[src/host_status_pkg.sv]
// Host status package: status word layout, menu mask bits and board constants
`default_nettype none

package host_status_pkg;

   // ====================
   // Host-side widths
   // ====================
   typedef logic [63:0] status_word_t;
   typedef logic [15:0] menu_mask_t;
   typedef logic [31:0] img_size_t;
   typedef logic [15:0] download_index_t;

   // Status word bit positions
   localparam int st_reset_bit       = 0;
   localparam int st_rewind_bit      = 9;
   localparam int st_detach_bit      = 10;
   localparam int st_mount_reset_bit = 12;
   localparam int st_reset_close_bit = 21;
   localparam int st_sram_save_bit   = 38;
   localparam int st_sram_load_bit   = 39;
   localparam int st_tape_adc_bit    = 40;

   // Menu mask layout, a set bit hides the entry
   localparam int mm_fdc_bit    = 0;
   localparam int mm_slot_a_bit = 1;
   localparam int mm_slot_b_bit = 2;
   localparam int mm_ocm_bit    = 3;
   localparam int mm_sram_bit   = 6;
   localparam int mm_tape_bit   = 7;

   // ====================
   // Image slots
   // ====================
   localparam int vsd_slot      = 4;
   localparam int num_img_slots = 6;

   // Cassette downloads, matched on the low index bits only
   localparam logic [5:0] cas_index = 6'd5;

   // SD LED hold time in clock cycles
   localparam logic [31:0] sd_act_hold_default = 32'd1_000_000;

endpackage

`default_nettype wire

[src/mem_bus_pkg.sv]
// Memory bus package: DDR3 and SDRAM widths and request structs
`default_nettype none

package mem_bus_pkg;

   typedef logic [27:0] ddr_addr_t;
   typedef logic [26:0] sdram_addr_t;
   typedef logic [7:0]  mem_byte_t;

   // DDR3 buffer read port
   typedef struct packed {
      ddr_addr_t addr;
      logic      rd;
   } ddr_rd_req_t;

   // SDRAM channel 1, rnw high for a read
   typedef struct packed {
      sdram_addr_t addr;
      mem_byte_t   din;
      logic        req;
      logic        rnw;
   } sdram_req_t;

   // Value seen by the CPU when nothing drives the bus
   localparam mem_byte_t open_bus_byte = 8'hFF;

endpackage

`default_nettype wire

[src/cassette_control.sv]
// Cassette control: load tracking, play and rewind levels, tape source select
`default_nettype none

module cassette_control (
   input  wire                              clock_bus,
   input  wire                              rst_n,
   input  wire                              ioctl_download,
   input  host_status_pkg::download_index_t ioctl_index,
   input  wire                              motor,
   input  wire                              cas_dout,
   input  wire                              tape_adc,
   input  wire                              tape_adc_act,
   input  wire                              rewind_req,
   input  wire                              tape_adc_sel,
   input  wire                              core_reset,
   output logic                             play,
   output logic                             rewind,
   output logic                             tape_in
);

   logic is_cas;
   logic is_cas_last;
   logic cas_load;

   assign is_cas = ioctl_download & (ioctl_index[5:0] == host_status_pkg::cas_index);

   // ====================
   // Load tracking
   // ====================
   // Set on the end of a CAS download, kept until board reset
   always_ff @(posedge clock_bus or negedge rst_n) begin
      if (!rst_n) begin
         is_cas_last <= 1'b0;
         cas_load    <= 1'b0;
      end else begin
         is_cas_last <= is_cas;
         if (is_cas_last & ~is_cas) begin
            cas_load <= 1'b1;
         end
      end
   end

   // Motor line from the machine is active low
   assign play = ~motor & cas_load;

   // Rewind while a new file streams in or the core is held in reset
   assign rewind = rewind_req | is_cas | core_reset;

   // ADC input only counts while the front end reports a signal
   assign tape_in = tape_adc_sel ? (tape_adc_act & tape_adc) : cas_dout;

endmodule

`default_nettype wire

[src/memory_port_select.sv]
// Memory port select: owners of the DDR3 read port and SDRAM channel 1
`default_nettype none

module memory_port_select (
   input  wire                      loader_busy,
   input  mem_bus_pkg::ddr_rd_req_t loader_rd,
   input  mem_bus_pkg::ddr_rd_req_t cas_rd,
   input  wire                      upload,
   input  mem_bus_pkg::sdram_req_t  upload_req,
   input  mem_bus_pkg::sdram_req_t  cpu_req,
   input  mem_bus_pkg::mem_byte_t   sdram_dout,
   output mem_bus_pkg::ddr_rd_req_t ddr_rd,
   output mem_bus_pkg::sdram_req_t  sdram_ch1,
   output mem_bus_pkg::mem_byte_t   ram_dout
);

   // ====================
   // DDR3 read port
   // ====================
   // Loader has priority, the tape player reads in its idle time
   assign ddr_rd = loader_busy ? loader_rd : cas_rd;

   // ====================
   // SDRAM channel 1
   // ====================
   always_comb begin
      if (upload) begin
         sdram_ch1     = upload_req;
         // Upload only ever writes
         sdram_ch1.rnw = 1'b0;
      end else begin
         sdram_ch1 = cpu_req;
      end
   end

   // Reads outside the SDRAM see an open bus
   assign ram_dout = cpu_req.req ? sdram_dout : mem_bus_pkg::open_bus_byte;

endmodule

`default_nettype wire

[src/msx_glue_top.sv]
// MSX board glue top: status decode, SD routing, cassette and memory owners
`default_nettype none

module msx_glue_top #(
   parameter logic [31:0] act_hold_cycles = host_status_pkg::sd_act_hold_default
) (
   input  wire                                          clock_bus,
   input  wire                                          rst_n,
   // Host status and menu
   input  host_status_pkg::status_word_t                status,
   input  wire                                          reset_req,
   input  wire                                          upload_reset,
   input  wire [host_status_pkg::num_img_slots-1:0]     img_mounted,
   input  host_status_pkg::img_size_t                   img_size,
   input  wire                                          fdc_enable,
   input  wire                                          ocm_boot,
   input  wire                                          sram_present,
   input  wire                                          load_sram,
   output logic                                         hard_reset,
   output logic                                         core_reset,
   output host_status_pkg::menu_mask_t                  menu_mask,
   output logic                                         sram_load_req,
   // SD card
   input  wire                                          sd_sclk,
   input  wire                                          sd_mosi_core,
   input  wire                                          card_miso,
   input  wire                                          vsd_miso,
   output logic                                         sd_cs,
   output logic                                         sd_sck,
   output logic                                         sd_mosi,
   output logic                                         sd_miso_core,
   output logic                                         led_user,
   output logic [1:0]                                   led_disk,
   // Cassette
   input  wire                                          ioctl_download,
   input  host_status_pkg::download_index_t             ioctl_index,
   input  wire                                          motor,
   input  wire                                          cas_dout,
   input  wire                                          tape_adc,
   input  wire                                          tape_adc_act,
   output logic                                         play,
   output logic                                         rewind,
   output logic                                         tape_in,
   // Memory ports
   input  wire                                          loader_busy,
   input  mem_bus_pkg::ddr_rd_req_t                     loader_rd,
   input  mem_bus_pkg::ddr_rd_req_t                     cas_rd,
   input  wire                                          upload,
   input  mem_bus_pkg::sdram_req_t                      upload_req,
   input  mem_bus_pkg::sdram_req_t                      cpu_req,
   input  mem_bus_pkg::mem_byte_t                       sdram_dout,
   output mem_bus_pkg::ddr_rd_req_t                     ddr_rd,
   output mem_bus_pkg::sdram_req_t                      sdram_ch1,
   output mem_bus_pkg::mem_byte_t                       ram_dout
);

   logic mount_pulse;
   logic rewind_req;
   logic tape_adc_sel;

   // ====================
   // Status bit taps
   // ====================
   assign mount_pulse  = img_mounted[host_status_pkg::vsd_slot];
   assign rewind_req   = status[host_status_pkg::st_rewind_bit];
   assign tape_adc_sel = status[host_status_pkg::st_tape_adc_bit];

   status_decode u_status_decode (
      .clock_bus     (clock_bus),
      .rst_n         (rst_n),
      .status        (status),
      .reset_req     (reset_req),
      .upload_reset  (upload_reset),
      .mount_pulse   (mount_pulse),
      .fdc_enable    (fdc_enable),
      .ocm_boot      (ocm_boot),
      .sram_present  (sram_present),
      .load_sram     (load_sram),
      .hard_reset    (hard_reset),
      .core_reset    (core_reset),
      .menu_mask     (menu_mask),
      .sram_load_req (sram_load_req)
   );

   sd_route #(
      .act_hold_cycles (act_hold_cycles)
   ) u_sd_route (
      .clock_bus    (clock_bus),
      .rst_n        (rst_n),
      .mount_pulse  (mount_pulse),
      .img_size     (img_size),
      .sd_sclk      (sd_sclk),
      .sd_mosi_core (sd_mosi_core),
      .card_miso    (card_miso),
      .vsd_miso     (vsd_miso),
      .sd_cs        (sd_cs),
      .sd_sck       (sd_sck),
      .sd_mosi      (sd_mosi),
      .sd_miso_core (sd_miso_core),
      .led_user     (led_user),
      .led_disk     (led_disk)
   );

   cassette_control u_cassette_control (
      .clock_bus      (clock_bus),
      .rst_n          (rst_n),
      .ioctl_download (ioctl_download),
      .ioctl_index    (ioctl_index),
      .motor          (motor),
      .cas_dout       (cas_dout),
      .tape_adc       (tape_adc),
      .tape_adc_act   (tape_adc_act),
      .rewind_req     (rewind_req),
      .tape_adc_sel   (tape_adc_sel),
      .core_reset     (core_reset),
      .play           (play),
      .rewind         (rewind),
      .tape_in        (tape_in)
   );

   memory_port_select u_memory_port_select (
      .loader_busy (loader_busy),
      .loader_rd   (loader_rd),
      .cas_rd      (cas_rd),
      .upload      (upload),
      .upload_req  (upload_req),
      .cpu_req     (cpu_req),
      .sdram_dout  (sdram_dout),
      .ddr_rd      (ddr_rd),
      .sdram_ch1   (sdram_ch1),
      .ram_dout    (ram_dout)
   );

endmodule

`default_nettype wire

[src/sd_route.sv]
// SD router: virtual or physical card select, pin gating and activity LEDs
`default_nettype none

module sd_route #(
   parameter logic [31:0] act_hold_cycles = host_status_pkg::sd_act_hold_default
) (
   input  wire                          clock_bus,
   input  wire                          rst_n,
   input  wire                          mount_pulse,
   input  host_status_pkg::img_size_t   img_size,
   input  wire                          sd_sclk,
   input  wire                          sd_mosi_core,
   input  wire                          card_miso,
   input  wire                          vsd_miso,
   output logic                         sd_cs,
   output logic                         sd_sck,
   output logic                         sd_mosi,
   output logic                         sd_miso_core,
   output logic                         led_user,
   output logic [1:0]                   led_disk
);

   logic        vsd_sel;
   logic        old_mosi;
   logic        old_miso;
   logic        sd_act;
   logic [31:0] act_cnt;
   logic        line_change;

   // ====================
   // Card select
   // ====================
   // An empty image releases the physical card again
   always_ff @(posedge clock_bus or negedge rst_n) begin
      if (!rst_n) begin
         vsd_sel <= 1'b0;
      end else if (mount_pulse) begin
         vsd_sel <= |img_size;
      end
   end

   // Physical card is deselected and quiet while the image is in use
   assign sd_cs        = vsd_sel;
   assign sd_sck       = sd_sclk & ~vsd_sel;
   assign sd_mosi      = sd_mosi_core & ~vsd_sel;
   assign sd_miso_core = vsd_sel ? vsd_miso : card_miso;

   // ====================
   // Activity indicator
   // ====================
   assign line_change = (old_mosi ^ sd_mosi_core) | (old_miso ^ sd_miso_core);

   always_ff @(posedge clock_bus or negedge rst_n) begin
      if (!rst_n) begin
         old_mosi <= 1'b0;
         old_miso <= 1'b0;
         sd_act   <= 1'b0;
         act_cnt  <= act_hold_cycles;
      end else begin
         old_mosi <= sd_mosi_core;
         old_miso <= sd_miso_core;
         sd_act   <= act_cnt < act_hold_cycles;
         if (act_cnt < act_hold_cycles) begin
            act_cnt <= act_cnt + 32'd1;
         end
         // Any edge on the data lines restarts the hold
         if (line_change) begin
            act_cnt <= '0;
         end
      end
   end

   // User LED shows image traffic, disk LED shows card traffic
   assign led_user = vsd_sel & sd_act;
   assign led_disk = {1'b1, ~vsd_sel & sd_act};

endmodule

`default_nettype wire

[src/status_decode.sv]
// Status decoder: registers resets, menu mask and save-RAM load request
`default_nettype none

module status_decode (
   input  wire                           clock_bus,
   input  wire                           rst_n,
   input  host_status_pkg::status_word_t status,
   input  wire                           reset_req,
   input  wire                           upload_reset,
   input  wire                           mount_pulse,
   input  wire                           fdc_enable,
   input  wire                           ocm_boot,
   input  wire                           sram_present,
   input  wire                           load_sram,
   output logic                          hard_reset,
   output logic                          core_reset,
   output host_status_pkg::menu_mask_t   menu_mask,
   output logic                          sram_load_req
);

   logic                        hard_d;
   logic                        core_d;
   logic                        mount_reset;
   host_status_pkg::menu_mask_t mask_d;

   // ====================
   // Reset sources
   // ====================
   assign hard_d = reset_req | upload_reset | status[host_status_pkg::st_reset_bit];

   // Reset after mount only applies with the FDC present
   assign mount_reset = status[host_status_pkg::st_mount_reset_bit] & mount_pulse & fdc_enable;

   assign core_d = hard_d
                 | status[host_status_pkg::st_detach_bit]
                 | status[host_status_pkg::st_reset_close_bit]
                 | mount_reset;

   // ====================
   // Menu mask
   // ====================
   always_comb begin
      mask_d = '0;
      mask_d[host_status_pkg::mm_fdc_bit]    = fdc_enable;
      mask_d[host_status_pkg::mm_slot_a_bit] = ocm_boot;
      mask_d[host_status_pkg::mm_slot_b_bit] = ocm_boot;
      mask_d[host_status_pkg::mm_ocm_bit]    = ocm_boot;
      // No SRAM in the machine, hide save and load
      mask_d[host_status_pkg::mm_sram_bit]   = ~sram_present;
      mask_d[host_status_pkg::mm_tape_bit]   = status[host_status_pkg::st_tape_adc_bit];
   end

   always_ff @(posedge clock_bus or negedge rst_n) begin
      if (!rst_n) begin
         hard_reset    <= 1'b1;
         core_reset    <= 1'b1;
         menu_mask     <= '0;
         sram_load_req <= 1'b0;
      end else begin
         hard_reset    <= hard_d;
         core_reset    <= core_d;
         menu_mask     <= mask_d;
         sram_load_req <= status[host_status_pkg::st_sram_load_bit] | load_sram;
      end
   end

endmodule

`default_nettype wire

[config.mk]
export PLATFORM = sky130hd
export DESIGN_NAME = msx_glue_top
export DESIGN_NICKNAME = d
export VERILOG_FILES = /design/src/host_status_pkg.sv /design/src/mem_bus_pkg.sv /design/src/cassette_control.sv /design/src/memory_port_select.sv /design/src/msx_glue_top.sv /design/src/sd_route.sv /design/src/status_decode.sv
export SDC_FILE = /design/constraint.sdc
export NUM_CORES = 1
export LEC_CHECK = 0
export ABC_CLOCK_PERIOD_IN_PS = 2050
export BUFFER_PORTS_ARGS = -buffer_cell sky130_fd_sc_hd__buf_2
export CAP_MARGIN = 0
export CORE_AREA = 2 2 148 150
export CTS_BUF_LIST = sky130_fd_sc_hd__clkbuf_4 sky130_fd_sc_hd__clkbuf_8 sky130_fd_sc_hd__clkbuf_16
export DETAILED_ROUTE_END_ITERATION = 10
export DIE_AREA = 0 0 150 152
export SLEW_MARGIN = 20
export SYNTH_ARGS = -nofsm -noshare
export SYNTH_HDL_FRONTEND = slang
export SYNTH_SLANG_ARGS = --single-unit
[constraint.sdc]
create_clock -name clock_bus -period 2.05 [get_ports clock_bus]
set_input_delay 0.3075 -clock clock_bus [delete_from_list [all_inputs] [get_ports clock_bus]]
set_output_delay 0.3075 -clock clock_bus [all_outputs]
set_load 0.005 [all_outputs]
==> results.ini, run 1 <==
[routing]
wl_met3_um = 2910
met2_length_um = 7500
firstDrtPassIters = 4
wl_met1_um = 6770
wl_um = 17300
viasPerCell = 3.96
post_drt_wl_per_cell_um = 19.0
drtIter0Drc = 150
drc_errors = 0
vias = 3609
top_layer_used = met5
ant_nets = 0

[power_and_ir_drop]
pwr-share-comb_pct = 23.8
power_density_mw_per_mm2 = 473
power.internal_mw = 1.82
power.switching_mw = 0.618
max-vdd-ir-drop_mv = 0.268
switching_share_pct = 25.3
p_clk_share_pct = 38.9
pwr-share-seq_pct = 37.3
p_leak_nw = 2.52

[run_status]
violations = negative hold slack
status = finished with violations

[grt]
grt-ovfl-total = 0
grt_max_degree = 30
first_global_vias = 3413
grt_first_pass_wirelength_um = 23600
antenna_found_initial = 32
grt_usage_pct = 14.7

[final_layout]
area_delta_synth_final_pct = 71.0
layout-drive-gt1-share_pct = 66.9
largest_register_ffs = 32
finish.utilization_pct = 24.1
final_cell_area_mm2 = 0.00515
largest_register = u_sd_route.act_cnt
reg_top3 = u_sd_route.act_cnt: 32 flops, u_status_decode.menu_mask: 4 flops
nets = 888

[worst_setup_path]
end_kind = flop
cp.required_ps = 2270
cpPeakStageDelay_ps = 480
rr_startpoint = u_sd_route.act_cnt[28]
worst-path-stages = 6
startpoint_type = flop
worstRegToRegCells = 6
critical-path-top-delay-family = simple AND/OR/NAND/NOR gates
cp-endpoint = u_sd_route.act_cnt[5]
cp-startpoint = u_sd_route.act_cnt[28]
r2r_end = u_sd_route.act_cnt[5]
rrSetupSlack_ps = 110
worstPathMaxFanout = 5
critPathBufInv = 1
critPathSlowestCell = or4_1
arrival_ps = 2160
path_cells = nor4_2 > nand3_2 > a21o_4 > buf_12 > or4_1 > o21ai_1
critical_path_class = flop to flop

[yosys]
yosysUniqueCellTypes = 41
syn_area_per_cell_um2 = 9.95
synth_common_cells = mux2_2 (65), dfrtp_1 (36), nand2_1 (17), a21oi_1 (16), buf_4 (13)
synth.area.top_cells = dfrtp_1 (30%), mux2_2 (24%), dfstp_2 (7.8%)
synth_edf_count = 0
ys_seq_area_share_pct = 37.7
dominantRegCellSynth = dfrtp_1
yosysWarnings = 0
synth.most_common_cell = mux2_2
ys_ff_latch = 45
synthCells = 303
async_flop_share_pct = 100
synth_top_area_cell = dfrtp_1
synth.top_cell.area_share_pct = 29.9
synth_area_mm2 = 0.00302

[timing]
hold_viol = 17
rsz0062_at_grt = no
max-slew-margin-rel_pct = 65.7
fin_crit_ps = 1940
worst_pin_slew_ps = 508
post-route-period-util_pct = 94.6
fmax_mhz = 516
slew_violations = 0
setup_viol = 0
finClkSkew_ps = 8.33
worst_hold_slack_ps = -10.1

[die]
die_x_um = 150
num_rows = 54
die_h_um = 152
io_pins = 380
coreArea_mm2 = 0.0214
start_util_pct = 14.1
die-area_mm2 = 0.0228

[cts]
clkSinkCount = 45
clkTransAtPathRegs_ps = 70
cts_tree = yes
clock_path_buffers = 2
clock-root-buffer = clkbuf_16
cts_hold_buffers = 0
clk_latency_ps = 290
cts.htree.levels = 2
cts_buffers = 5

[place]
gp_congestion = 0.845
place_area_mm2 = 0.00488
port_buffers = 295
dp_hpwl_um = 15600

[job]
drv_cap = 0

[hold_path]
min_path_type = primary input to async pin

## metrics by stage
| step | worst slack [ps] | setup TNS [ps] | power [mW] | hold slack (ps) | cells |
|---|---|---|---|---|---|
| finish | 110 | 0 | 2.44 | -10.1 | 912 |
| detailed placement | -78.0 | -693 | 1.52 | 335 | 881 |
| global route | 37.3 | 0 | 2.57 | 36.6 | 891 |
| floorplan | 189 | 0 | 1.15 | 11.9 | 312 |
| global placement | -35.4 | -166 | 1.51 | 326 | 881 |
| CTS | 5.47 | 0 | 2.49 | 14.8 | 889 |
## worst min path at each step
stage | startpoint | end | depth (start not counted)
after global routing | rst_n | u_sd_route.act_cnt[27] | 1
after detailed placement | rst_n | u_sd_route.act_cnt[15] | 1
after floorplan | rst_n | u_cassette_control.cas_load | 0
after global placement | rst_n | u_sd_route.act_cnt[15] | 1
after CTS | rst_n | u_sd_route.act_cnt[4] | 1
final | rst_n | u_sd_route.act_cnt[3] | 1
## routing by layer
| layer | up-vias | track usage (%) |
|---|---|---|
| met1 | 1640 | 21.4 |
| met4 | 4 | 1.35 |
| met2 | 225 | 22.6 |
| li1 | 1727 | - |
| met3 | 13 | 3.90 |
| met5 | - | 0 |
## power by group through the flow
stage               Combinational [mW]  Sequential (mW)  Clock, mW
floorplan                        0.225            0.925          0
global placement                 0.588            0.925          0
detailed placement               0.594            0.926          0
CTS                              0.596            0.909      0.984
global route                     0.639            0.911       1.02
finish                           0.581            0.909      0.949
## cells in the final DEF, fill, tap and decap left out, drive strengths merged, types with 2 or more instances in the layout
cell / netlist / final
a21o: 2 / 3
a21oi: 16 / 16
and2: 6 / 6
and3: 12 / 12
and4: 2 / 2
buf: 17 / 318
clkbuf: 11 / 5
conb: 2 / 11
dfrtp: 36 / 36
dfstp: 9 / 9
diode: 0 / 21
inv: 5 / 7
mux2: 66 / 66
nand2: 17 / 17
nand2b: 8 / 8
nand3: 11 / 11
nand4: 6 / 6
nor2: 11 / 11
nor2b: 4 / 4
nor3: 3 / 3
nor4: 10 / 10
nor4b: 2 / 2
o21ai: 11 / 11
o31ai: 5 / 5
or2: 2 / 2
or3: 11 / 11
or4: 6 / 6
xnor2: 3 / 3
xor2: 2 / 2
## cell families after synthesis
logic type / Yosys count / synth area share (%)
AND/OR/NAND/NOR: 113 / 21.7
AO/OA/AOI/OAI: 38 / 7.18
flip-flops: 45 / 37.7
XOR/XNOR: 5 / 1.45
other: 2 / 0.249
multiplexers: 66 / 24.8
buffers and inverters: 33 / 6.47
adder cells (fa/ha/maj): 1 / 0.415
## repair_timing
| action | in CTS | in global routing |
|---|---|---|
| setup endpoints to repair | 12 | 10 |
| pin swaps | 0 | 0 |
| gates cloned | 0 | 1 |
| setup buffers | 0 | 1 |
| gates resized for setup | 2 | 3 |
## area by class of cell
type | instances | area (um2)
flip-flops and latches | 45 | 1140
well taps | 280 | 350
fillers | 2375 | 16200
clock inverters | 3 | 47.5
multi-input cells | 235 | 1750
clock buffers | 5 | 125
inverters | 5 | 18.8
diodes | 21 | 52.6
repair buffers | 318 | 1670
No activity file was read; power rests on OpenSTA's default activity.
==> inputs of run 2 (changes only) <==
--- a/config.mk
+++ b/config.mk
@@ -5,13 +5,13 @@
 export SDC_FILE = /design/constraint.sdc
 export NUM_CORES = 1
 export LEC_CHECK = 0
-export ABC_CLOCK_PERIOD_IN_PS = 2050
+export ABC_CLOCK_PERIOD_IN_PS = 1700
 export BUFFER_PORTS_ARGS = -buffer_cell sky130_fd_sc_hd__buf_2
 export CAP_MARGIN = 0
-export CORE_AREA = 2 2 148 150
+export CORE_AREA = 2 2 146 148
 export CTS_BUF_LIST = sky130_fd_sc_hd__clkbuf_4 sky130_fd_sc_hd__clkbuf_8 sky130_fd_sc_hd__clkbuf_16
 export DETAILED_ROUTE_END_ITERATION = 10
-export DIE_AREA = 0 0 150 152
+export DIE_AREA = 0 0 148 150
 export SLEW_MARGIN = 20
 export SYNTH_ARGS = -nofsm -noshare
 export SYNTH_HDL_FRONTEND = slang
==> constraint.sdc (replaced) <==
create_clock -name clock_bus -period 1.7 [get_ports clock_bus]
set_input_delay 0.255 -clock clock_bus [delete_from_list [all_inputs] [get_ports clock_bus]]
set_output_delay 0.255 -clock clock_bus [all_outputs]
set_load 0.005 [all_outputs]
==> run 2 against run 1 <==
Net effect: the flow finishes with violations (negative setup slack); total power grew 21%; die area shrank 2.6%; critical endpoint is now u_sd_route.act_cnt[11]; fmax shrank 0.75%; critical path depth is the same; critical path type unchanged; sequential cell count is the same; clock power grew 21%.
==> results.ini, run 2 (synthesis gave the netlist of run 1 again) <==
[final_layout]
nets = 908  ; +2.3%
area_delta_synth_final_pct = 78.1
layout-drive-gt1-share_pct = 69.7  ; +2.8 points
mostFrequentLayoutCells = buf_2 (295), mux2_2 (65), buf_4 (39)
reg_top3 = u_sd_route.act_cnt: 32 flops, u_status_decode.menu_mask: 4 flops
largest_register = u_sd_route.act_cnt
mostFrequentLayoutCell = buf_2
largest_register_ffs = 32  ; unchanged
final_cells = 932  ; +2.2%

[cts]
clkTransAtPathRegs_ps = 70  ; about the same
cts_buffers = 5  ; unchanged
clock-root-buffer = clkbuf_16
clock_path_buffers = 2  ; unchanged
clk_latency_ps = 290  ; about the same
cts_tree = yes
cts.htree.levels = 2  ; unchanged
clkSinkCount = 45  ; unchanged

[die]
io_pins = 380  ; unchanged
start_util_pct = 14.6  ; +0.45 points
coreArea_mm2 = 0.0207  ; -3.1%
die-area_mm2 = 0.0222  ; -2.6%
die_h_um = 150  ; -1.3%
num_rows = 53  ; -1.9%
die_x_um = 148  ; -1.3%

[timing]
rsz0062_at_grt = yes
slew_violations = 0  ; unchanged
fmax_mhz = 512  ; -0.75%
worst_hold_slack_ps = 68.9  ; +79.0 ps
hold_viol = 0  ; -17
finClkSkew_ps = 8.76  ; +0.432 ps
setup_viol = 14  ; +14
fin_crit_ps = 1950  ; +14.7 ps
post-route-period-util_pct = 115  ; +20 points
fin_ws_ps = -254  ; -365 ps

[power_and_ir_drop]
max-vdd-ir-drop_mv = 0.432  ; +61%
p_leak_nw = 2.64  ; +4.6%
power_density_mw_per_mm2 = 551  ; +16%

[place]
port_buffers = 295  ; unchanged
gp_congestion = 0.844  ; -0.12%
dp.cells = 894  ; +1.5%
dp_hpwl_um = 14300  ; -8.5%

[routing]
ant_nets = 0  ; unchanged
drc_errors = 0  ; unchanged
drtIter0Drc = 200  ; +33%
firstDrtPassIters = 4  ; unchanged
viasPerCell = 3.91  ; -1.1%
vias = 3647  ; +1.1%
post_drt_wl_per_cell_um = 17.2  ; -9.5%
wl_um = 16000  ; -7.5%

[worst_setup_path]
startpoint_type = flop
end_kind = flop
arrival_ps = 2180  ; +20 ps
cp.required_ps = 1920  ; -350 ps
worstPathMaxFanout = 11  ; +6
critical_path_class = flop to flop

[grt]
grt-ovfl-total = 0  ; unchanged
grt_first_pass_wirelength_um = 21400  ; -9.1%
antenna_found_initial = 30  ; -6.3%
grt_usage_pct = 13.7  ; -1.0 points
grt_max_degree = 20  ; -33%
first_global_vias = 3376  ; -1.1%

[job]
drv_cap = 0  ; unchanged

[hold_path]
min_path_type = primary input to flop

[run_status]
violations = negative setup slack
status = finished with violations

[run 2: worst max-delay path, stage by stage (launching register included)]
cell and delay [ps]:
dfrtp_1 390, nor4_2 320, nand3_1 150, a21o_1 220
buf_12 140, or4_4 500, a21oi_2 150
[run 2: path summary, 6_finish.rpt]
path / startpoint / endpoint / slack, ps / depth (start not counted)
worst max-delay path: u_sd_route.act_cnt[28] / u_sd_route.act_cnt[11] / -250 / 6
worst min-delay path: ocm_boot / u_status_decode.menu_mask[3] / 70 / 1
worst max register to register: u_sd_route.act_cnt[28] / u_sd_route.act_cnt[11] / -250 / 6
worst min register to register: u_sd_route.act_cnt[19] / u_sd_route.act_cnt[19] / 470 / 2
max in group asynchronous: rst_n / u_status_decode.core_reset / 610 / 3
min in group asynchronous: rst_n / u_sd_route.act_cnt[22] / 450 / 2
[run 2: report_power, final]
group,internal [mW],total [mW],switching [mW]
Clock,0.704,1.15,0.442
Combinational,0.426,0.719,0.293
Sequential,1.09,1.09,0.00596
[run 2: final cells by class]
class	instances	area [um2]
fill	2281	15300
clock inverter	3	47.5
inverter	5	21.3
sequential	45	1140
timing repair buffer	339	1850
antenna	26	65.1
multi-input combinational	234	1780
clock buffer	5	125
tap	275	344
[run 2: repair_timing]
action | in CTS | in global routing
pin swaps | 4 | 8
resized for setup | 4 | 13
hold buffers | 1 | 0
buffers inserted | 4 | 2
endpoints found under the setup margin | 17 | 29
endpoints found under the hold margin | 11 | 0
[run 2: stage by stage]
stage | utilization (%) | power, mW | worst slack, ps | TNS, ps | area, um2
floorplan | - | 1.39 | -142 | -454 | 3060
global placement | 24.3 | 1.83 | -189 | -1650 | 5040
detailed placement | 24.3 | 1.84 | -231 | -2290 | 5040
CTS | 25.4 | 3.01 | -237 | -2490 | 5260
global route | 25.6 | 3.11 | -324 | -3990 | 5310
finish | 26.0 | 2.96 | -254 | -2560 | 5370
[run 2: per-layer routing]
metal | vias to the layer above | GRT usage (%) | share of wire (%)
li1 | 1772 | - | -
met1 | 1653 | 19.8 | 37
met2 | 203 | 20.1 | 42
met3 | 13 | 4.39 | 20
met4 | 6 | 2.19 | 0.64
met5 | - | 0 | 0.24
